[src/hdl/sqrt_pkg.sv]
package sqrt_pkg;

    // Single-precision HUB widths
    localparam int EXP_W    = 8;
    localparam int MANT_W   = 23;
    localparam int EXP_BIAS = 127;

    // Residual holds a sign, two integer bits and 26 fraction bits
    localparam int RES_W  = 29;
    // Root holds one integer bit and 25 fraction bits
    localparam int ROOT_W = 26;
    localparam int EST_W  = 4;             // Sign, two int bits, one frac bit
    localparam int N_ITER = 25;            // One digit per step
    localparam int STEP_W = 5;

    typedef logic [EXP_W-1:0]          exponent_t;
    typedef logic [MANT_W-1:0]         mantissa_t;
    typedef logic [RES_W-1:0]          residual_t;
    typedef logic [ROOT_W-1:0]         root_t;
    typedef logic [STEP_W-1:0]         step_t;
    typedef logic [EXP_W+MANT_W:0]     fp_word_t;

    // Recurrence starts from Q0 = 1 and w0 = x - 1
    localparam residual_t RES_MINUS_ONE = {3'b111, {(RES_W-3){1'b0}}};
    localparam root_t     ROOT_ONE      = {1'b1, {(ROOT_W-1){1'b0}}};

    typedef struct packed {
        residual_t sum;
        residual_t carry;
    } residual_cs_t;

    // Root and root minus one ulp or the two terms built from them
    typedef struct packed {
        root_t q;
        root_t qm;
    } root_pair_t;

    typedef enum logic [1:0] {
        DIGIT_ZERO = 2'b00,
        DIGIT_POS  = 2'b01,
        DIGIT_NEG  = 2'b11
    } root_digit_e;

    typedef enum logic [1:0] {
        IDLE,
        LOAD,
        ITERATE,
        DONE
    } sqrt_state_e;

endpackage

[src/hdl/fphub_sqrt.sv]
module fphub_sqrt (
    input  logic                clk,
    input  logic                rst_l,
    input  logic                req,
    input  sqrt_pkg::fp_word_t  x,
    output logic                ack,
    output sqrt_pkg::fp_word_t  res,
    output logic                busy
);

    logic                   load;
    logic                   step_en;
    sqrt_pkg::step_t        step;
    sqrt_pkg::residual_t    init_sig;
    sqrt_pkg::exponent_t    res_exp;
    sqrt_pkg::root_digit_e  digit;
    sqrt_pkg::root_pair_t   f_terms;
    sqrt_pkg::root_t        root;

    sqrt_control sqrt_control_i (
        .clk     (clk),
        .rst_l   (rst_l),
        .req     (req),
        .ack     (ack),
        .busy    (busy),
        .load    (load),
        .step_en (step_en),
        .step    (step)
    );

    sqrt_operand_unpack sqrt_operand_unpack_i (
        .clk      (clk),
        .rst_l    (rst_l),
        .load     (load),
        .x        (x),
        .init_sig (init_sig),
        .res_exp  (res_exp)
    );

    sqrt_residual sqrt_residual_i (
        .clk      (clk),
        .rst_l    (rst_l),
        .load     (load),
        .step_en  (step_en),
        .init_sig (init_sig),
        .f_terms  (f_terms),
        .digit    (digit)
    );

    sqrt_root_convert sqrt_root_convert_i (
        .clk     (clk),
        .rst_l   (rst_l),
        .load    (load),
        .step_en (step_en),
        .digit   (digit),
        .step    (step),
        .f_terms (f_terms),
        .root    (root)
    );

    // Leading one of the root sits at bit 24 and the LSB is the guard digit
    assign res = ack ? {1'b0, res_exp, root[sqrt_pkg::ROOT_W-3:1]} : '0;

endmodule

[src/hdl/sqrt_control.sv]
module sqrt_control (
    input  logic             clk,
    input  logic             rst_l,
    input  logic             req,
    output logic             ack,
    output logic             busy,
    output logic             load,
    output logic             step_en,
    output sqrt_pkg::step_t  step
);

    sqrt_pkg::sqrt_state_e state;

    always_ff @(posedge clk or negedge rst_l) begin
        if (!rst_l) begin
            state <= sqrt_pkg::IDLE;
            step  <= '0;
            ack   <= 1'b0;
        end else begin
            case (state)
                sqrt_pkg::IDLE: begin
                    if (req) begin
                        state <= sqrt_pkg::LOAD;
                    end
                end
                sqrt_pkg::LOAD: begin
                    state <= sqrt_pkg::ITERATE;
                    step  <= '0;
                end
                sqrt_pkg::ITERATE: begin
                    if (step == sqrt_pkg::step_t'(sqrt_pkg::N_ITER - 1)) begin
                        state <= sqrt_pkg::DONE;       // Last digit taken
                    end else begin
                        step <= step + 1'b1;
                    end
                end
                sqrt_pkg::DONE: begin
                    if (!ack) begin
                        ack <= 1'b1;                   // Result settled
                    end else if (!req) begin
                        ack   <= 1'b0;                 // Four-phase close
                        state <= sqrt_pkg::IDLE;
                    end
                end
                default: begin
                    state <= sqrt_pkg::IDLE;
                end
            endcase
        end
    end

    assign busy    = (state != sqrt_pkg::IDLE);
    assign load    = (state == sqrt_pkg::LOAD);
    assign step_en = (state == sqrt_pkg::ITERATE);

    // ack comes a fixed latency after the operand load
    a_ack_after_load: assert property (@(posedge clk) disable iff (!rst_l)
        $rose(ack) |-> $past(load, sqrt_pkg::N_ITER + 2));

    a_step_range: assert property (@(posedge clk) disable iff (!rst_l)
        step_en |-> step < sqrt_pkg::step_t'(sqrt_pkg::N_ITER));

endmodule

[src/hdl/sqrt_operand_unpack.sv]
module sqrt_operand_unpack (
    input  logic                 clk,
    input  logic                 rst_l,
    input  logic                 load,
    input  sqrt_pkg::fp_word_t   x,
    output sqrt_pkg::residual_t  init_sig,
    output sqrt_pkg::exponent_t  res_exp
);

    sqrt_pkg::exponent_t          x_exp;
    sqrt_pkg::mantissa_t          x_mant;
    logic                         x_sign;
    logic signed [sqrt_pkg::EXP_W:0] exp_unb;   // Unbiased with a spare sign bit
    logic signed [sqrt_pkg::EXP_W:0] exp_half;
    logic [sqrt_pkg::MANT_W+1:0]  hub_sig;      // 1.m plus ILSB

    assign x_sign = x[sqrt_pkg::EXP_W+sqrt_pkg::MANT_W];
    assign x_exp  = x[sqrt_pkg::MANT_W +: sqrt_pkg::EXP_W];
    assign x_mant = x[sqrt_pkg::MANT_W-1:0];

    assign exp_unb  = $signed({1'b0, x_exp})
                    - $signed((sqrt_pkg::EXP_W+1)'(sqrt_pkg::EXP_BIAS));
    assign exp_half = exp_unb >>> 1;             // Floors negative values too

    assign hub_sig = {1'b1, x_mant, 1'b1};

    // Odd exponent doubles the significand so that the halved exponent is exact
    // Bit 24 weighs 1/4 here so x lands in [1/4, 1)
    // Residual captures this straight from the held operand on load
    always_comb begin
        if (exp_unb[0]) begin
            init_sig = sqrt_pkg::residual_t'({hub_sig, 1'b0});
        end else begin
            init_sig = sqrt_pkg::residual_t'(hub_sig);
        end
    end

    always_ff @(posedge clk) begin
        if (load) begin
            res_exp  <= sqrt_pkg::exponent_t'(exp_half
                      + $signed((sqrt_pkg::EXP_W+1)'(sqrt_pkg::EXP_BIAS)));
        end
    end

    // Only positive normal operands are handled
    a_operand_normal: assert property (@(posedge clk) disable iff (!rst_l)
        load |-> (!x_sign && x_exp != '0 && x_exp != '1));

endmodule

[src/hdl/sqrt_residual.sv]
module sqrt_residual (
    input  logic                   clk,
    input  logic                   rst_l,
    input  logic                   load,
    input  logic                   step_en,
    input  sqrt_pkg::residual_t    init_sig,
    input  sqrt_pkg::root_pair_t   f_terms,
    output sqrt_pkg::root_digit_e  digit
);

    localparam int PAD_W = sqrt_pkg::RES_W - sqrt_pkg::ROOT_W - 1;

    sqrt_pkg::residual_cs_t        w;
    sqrt_pkg::residual_t           sum2;
    sqrt_pkg::residual_t           carry2;
    sqrt_pkg::residual_t           w_full;
    sqrt_pkg::residual_t           term;
    sqrt_pkg::residual_t           sum_nx;
    sqrt_pkg::residual_t           maj;
    logic [sqrt_pkg::EST_W-1:0]    est;
    logic                          cin;

    assign sum2   = w.sum << 1;
    assign carry2 = w.carry << 1;

    // Estimate of 2w truncated below weight 1/2
    assign est = sum2[sqrt_pkg::RES_W-1 -: sqrt_pkg::EST_W]
               + carry2[sqrt_pkg::RES_W-1 -: sqrt_pkg::EST_W];

    // Full residual whose sign alone matters
    assign w_full = w.sum + w.carry;

    // During a step the digit comes from the estimate
    // Between steps it reports the final residual sign for the root correction
    always_comb begin
        if (!step_en) begin
            digit = w_full[sqrt_pkg::RES_W-1] ? sqrt_pkg::DIGIT_NEG : sqrt_pkg::DIGIT_ZERO;
        end else if (est == '1) begin
            digit = sqrt_pkg::DIGIT_ZERO;        // y = -1/2
        end else if (!est[sqrt_pkg::EST_W-1]) begin
            digit = sqrt_pkg::DIGIT_POS;         // y >= 0
        end else begin
            digit = sqrt_pkg::DIGIT_NEG;         // y <= -1
        end
    end

    // q = +1 subtracts 2Q + d as inverse plus carry-in
    // q = -1 adds 2QM + 3d
    always_comb begin
        case (digit)
            sqrt_pkg::DIGIT_POS: term = ~{{PAD_W{1'b0}}, f_terms.q, 1'b0};
            sqrt_pkg::DIGIT_NEG: term = {{PAD_W{1'b0}}, f_terms.qm, 1'b0};
            default:             term = '0;
        endcase
    end

    assign cin    = (digit == sqrt_pkg::DIGIT_POS);   // +1 of the two's complement
    assign sum_nx = sum2 ^ carry2 ^ term;
    assign maj    = (sum2 & carry2) | (sum2 & term) | (carry2 & term);

    always_ff @(posedge clk) begin
        if (load) begin
            w.sum   <= init_sig;
            w.carry <= sqrt_pkg::RES_MINUS_ONE;  // w0 = x - 1
        end else if (step_en) begin
            if (digit == sqrt_pkg::DIGIT_ZERO) begin
                w.sum   <= sum2;                 // Plain shift
                w.carry <= carry2;
            end else begin
                w.sum   <= sum_nx;
                w.carry <= {maj[sqrt_pkg::RES_W-2:0], cin};  // Free LSB takes carry-in
            end
        end
    end

    // Estimate and digit must resolve on every step or the root gets garbage
    a_digit_known: assert property (@(posedge clk) disable iff (!rst_l)
        step_en |-> !$isunknown({est, digit}));

endmodule

[src/hdl/sqrt_root_convert.sv]
module sqrt_root_convert (
    input  logic                   clk,
    input  logic                   rst_l,
    input  logic                   load,
    input  logic                   step_en,
    input  sqrt_pkg::root_digit_e  digit,
    input  sqrt_pkg::step_t        step,
    output sqrt_pkg::root_pair_t   f_terms,
    output sqrt_pkg::root_t        root
);

    sqrt_pkg::root_pair_t  r;          // Q and Q minus one ulp of the current step
    sqrt_pkg::root_t       d_bit;      // Weight 2^-(step+1)
    sqrt_pkg::root_t       twice_q;
    sqrt_pkg::root_t       twice_qm;

    // Same index serves the root register and the term field
    assign d_bit = sqrt_pkg::root_t'(1) << (sqrt_pkg::ROOT_W - 2 - int'(step));

    // Term field bit i carries residual bit i+1 so 2Q is a one-bit shift
    // Top bit of Q drops out as it is zero whenever the term is selected
    assign twice_q  = {r.q[sqrt_pkg::ROOT_W-2:0], 1'b0};
    assign twice_qm = {r.qm[sqrt_pkg::ROOT_W-2:0], 1'b0};

    // Low bits of 2Q are still clear so OR does the add
    assign f_terms.q  = twice_q | d_bit;                       // 2Q + d
    assign f_terms.qm = twice_qm | d_bit | (d_bit << 1);       // 2QM + 3d

    // Negative final residual means the root overshoots by one ulp
    assign root = (digit == sqrt_pkg::DIGIT_NEG) ? r.qm : r.q;

    always_ff @(posedge clk) begin
        if (load) begin
            r.q  <= sqrt_pkg::ROOT_ONE;   // Integer digit 1
            r.qm <= '0;
        end else if (step_en) begin
            case (digit)
                sqrt_pkg::DIGIT_POS: begin
                    r.q  <= r.q | d_bit;
                    r.qm <= r.q;
                end
                sqrt_pkg::DIGIT_NEG: begin
                    r.q  <= r.qm | d_bit;   // Borrow taken from QM
                    r.qm <= r.qm;
                end
                default: begin
                    r.qm <= r.qm | d_bit;   // Q unchanged
                end
            endcase
        end
    end

    // QM always trails Q by exactly one ulp of the step just done
    a_pair_gap: assert property (@(posedge clk) disable iff (!rst_l)
        step_en |=> (r.q - r.qm) == $past(d_bit));

endmodule

[config.mk]
export PLATFORM = sky130hd
export DESIGN_NAME = fphub_sqrt
export DESIGN_NICKNAME = d
export VERILOG_FILES = /design/src/hdl/sqrt_pkg.sv /design/src/hdl/fphub_sqrt.sv /design/src/hdl/sqrt_control.sv /design/src/hdl/sqrt_operand_unpack.sv /design/src/hdl/sqrt_residual.sv /design/src/hdl/sqrt_root_convert.sv
export SDC_FILE = /design/constraint.sdc
export NUM_CORES = 1
export LEC_CHECK = 0
export BUFFER_PORTS_ARGS = -buffer_cell sky130_fd_sc_hd__buf_2
export CAP_MARGIN = 20
export CORE_MARGIN = 5
export CORE_UTILIZATION = 40
export CTS_CLUSTER_SIZE = 25
export DETAILED_ROUTE_END_ITERATION = 7
export PLACE_DENSITY = 0.62
export SETUP_SLACK_MARGIN = 0.4
export SLEW_MARGIN = 15
export SYNTH_ARGS = -nofsm -noshare
export SYNTH_HDL_FRONTEND = slang
export SYNTH_SLANG_ARGS = --single-unit
[constraint.sdc]
create_clock -name clk -period 4.4 [get_ports clk]
set_input_delay 0.44 -clock clk [delete_from_list [all_inputs] [get_ports clk]]
set_output_delay 0.44 -clock clk [all_outputs]
set_load 0.01 [all_outputs]
==> out/qor.txt <==
status = completed
asr flop ratio synth = 6.45%
slew margin rel. = 32.0%
# IOs = 69
# DRC = 0
synth cell count leaders = nand2_1 (124), nor2_1 (102), dfxtp_1 (79), mux2i_1 (68), clkbuf_1 (55)
worst r2r src = sqrt_residual_i.sum2[6]
Post-Route Utilization = 46.7%
Post-Syn Area = 0.00837 mm²
vias per cell = 5.64
vias in the first global route = 7060
DRT iter0 DRCs = 528
Post-DRT Antenna Nets = 0
hpwl dp = 15.2 mm
Clock Skews = 0.0119 ns
Hold Crit Start = req
std cell rows = 53
Hold Fails Final Rpt = 0
Final TNS setup = 0 ns
Final min period = 3.89 ns
CTS clk-pin slew, worst paths = 0.06 ns
Worst Path Max Fanout = 17
CP cell instances = ha_4 -> nand4_1 -> nor4_4 -> and4_1 -> o41a_1 -> nor4_1 -> a211oi_4 -> buf_4 -> buf_12 -> mux2i_1 -> buf_2
register area = 0.00289 mm²
Global Route Usage Sum = 19.1%
number of max-cap violations = 0
Hold Crit Class = in2reg
Final nets = 1107
#FFs+latches synth = 124
fin crit share = 88.3%
kind of critical path = reg2out
Post-Syn Instances = 962
routed via count = 7311
core region area = 0.0208 mm²
area of the die = 0.0239 mm²
DR pass1 iterations = 5
TritonCTS Sinks = 124
CTS Buf Count = 17
area occupied by multi-input gates = 0.00507 mm²
Slew Limit Fails = 0
Max Freq = 0.257 GHz
dominant synthesized flop cell = dfxtp_1
post-synth top area share = 18.9%
arrival time worst endpoint = 3.45 ns
DRT Wirelength = 22.6 mm
Setup Viol. Count Final = 0
Seq/Total Area, Yosys = 34.6%
ranking of synthesized cells by area = dfxtp_1 (19%), edfxtp_1 (13%), mux2i_1 (8.1%), fa_1 (6.7%), nand2_1 (5.6%)
slew at the pin closest to its max-slew limit = 1.02 ns
slowest CP cell = edfxtp_1
Congestion Overflow GR = 0
largest net degree at the start of global routing = 75
CP max stage delay = 0.44 ns
most frequent cell after synthesis = nand2_1
diodes inserted = 0
critical path endpoint category = output port
Chip Height = 155 µm
Clock Tree Buf Depth = 2
initial antenna violation count = 0
# port buffers = 66
htree depth = 4
Syn. warnings = 0
Routed wire per std cell = 17.4 µm
chip width = 155 µm
CTS tree = built
number of flops mapped to enable cells by yosys = 37
Layout area overhead = 16.3%
RSZ-0062 raised after global routing = true
Synth area leader = dfxtp_1
syn avg cell area = 8.70 µm²
syn_nets = 1061
routability cong. = 0.823
Initial Util = 40.2%
CP Data Required Time = 3.96 ns
Yosys cell types = 57
layout cells sized above 1 = 15.1%
first-pass GRT wire length = 37.2 mm
worst skew pair latency = 0.43 ns
launch point of the worst path = sqrt_residual_i.sum2[28]
CP Launch Type = register
Root Buffer = clkbuf_16
# fillers = 1989
==> layer usage <==
layer / part of all wire, % / track usage (%) / vias up
li1: - / - / 3591
met1: 50 / 27.4 / 3503
met2: 44 / 29.9 / 192
met3: 4.3 / 3.33 / 25
met4: 1.4 / 5.17 / 0
met5: 0 / 0 / -
==> layout by cell type (no fill, tap or decap), types with 4 or more instances in the layout <==
cell type | synthesis | final
nand2_1 | 124 | 123
o32a_1 | 6 | 6
nand3_1 | 15 | 15
o32ai_1 | 19 | 19
clkbuf_16 | 0 | 21
o21ai_1 | 29 | 30
fa_1 | 28 | 28
o21a_1 | 16 | 16
xor2_1 | 6 | 6
dfrtp_1 | 8 | 7
o221a_1 | 4 | 4
a21oi_1 | 35 | 35
and2_1 | 11 | 11
o21ai_0 | 19 | 18
mux2i_1 | 68 | 68
inv_1 | 52 | 52
o221a_2 | 12 | 12
a311oi_1 | 21 | 21
nand4_1 | 7 | 7
edfxtp_1 | 37 | 37
o211ai_1 | 7 | 7
nor2_1 | 102 | 101
nor2b_1 | 6 | 6
a211oi_1 | 6 | 6
a221oi_1 | 24 | 24
buf_4 | 4 | 24
nor3_1 | 41 | 41
o22ai_1 | 24 | 24
ha_1 | 36 | 31
xnor2_1 | 11 | 11
dfxtp_1 | 79 | 79
buf_2 | 7 | 66
clkinv_4 | 0 | 4
a21o_1 | 6 | 6
==> registers in the layout (all words and copies together), names as in the netlist <==
signal / cells
sqrt_control_i.ack: 1
sqrt_control_i.state: 2
sqrt_control_i.step: 5
sqrt_operand_unpack_i.res_exp: 8
sqrt_residual_i.carry2: 28
sqrt_residual_i.sum2: 28
sqrt_residual_i.w: 2
sqrt_root_convert_i.r: 50
==> worst paths after layout <==
check / end / slack [ns] / cells past startpoint
max reg2reg: sqrt_residual_i.sum2[9] / 0.53 / 13
max in group asynchronous: sqrt_control_i.ack / 3.81 / 2
min reg2reg: sqrt_residual_i.w[28] / 0.49 / 2
min in group asynchronous: sqrt_control_i.step[0] / 0.39 / 2
min: sqrt_control_i.ack / 0.29 / 3
max: res[17] / 0.51 / 11
==> metrics by stage <==
step / worst slack (ns) / hold WS (ns) / std cells / instance area [µm²]
2_1_floorplan: 0.932 / 0.144 / 962 / 8370
3_3_place_gp: 0.311 / 0.305 / 1256 / 8980
3_5_place_dp: 0.227 / 0.300 / 1256 / 8980
4_1_cts: 0.435 / 0.266 / 1293 / 9670
5_1_grt: 0.379 / 0.282 / 1296 / 9730
6_report: 0.514 / 0.286 / 1296 / 9730
==> final cells by class <==
type	instances	share of cell area (%)
Clock buffer	22	5.44
Clock inverter	10	1.00
Multi-Input combinational cell	716	52.1
Tap cell	275	3.54
Timing Repair Buffer	95	6.08
Inverter	54	2.08
Sequential cell	124	29.7
==> timing repair <==
item / in CTS / in global routing
pin swaps: 3 / 4
buffers inserted: 4 / 3
endpoints found under the hold margin: 8 / 0
gates resized for setup: 2 / 6
setup endpoints to repair: 48 / 11
hold buffers: 1 / 0
==> worst max-delay path, delay by kind of cell, from the launching register on <==
family	cells	cell delay (ns)
buf+inv	3	0.52
flops	1	0.44
fa+ha+maj	1	0.33
simple gates	4	0.96
mux	1	0.30
compound gates	2	0.47
==> cells by family after synthesis <==
family / share of synthesized area, %
and+or+nand+nor: 16.6
adders and majority gates: 12.1
other: 0.0448
buffers and inverters: 5.76
DFF: 34.6
AOI/OAI and AO/OA: 21.0
xor gates and xnor gates: 1.78
muxes: 8.13
Power is left out: the tool's default activity adds up to more than one toggle a clock period on the data nets, which glitch-free logic cannot reach.
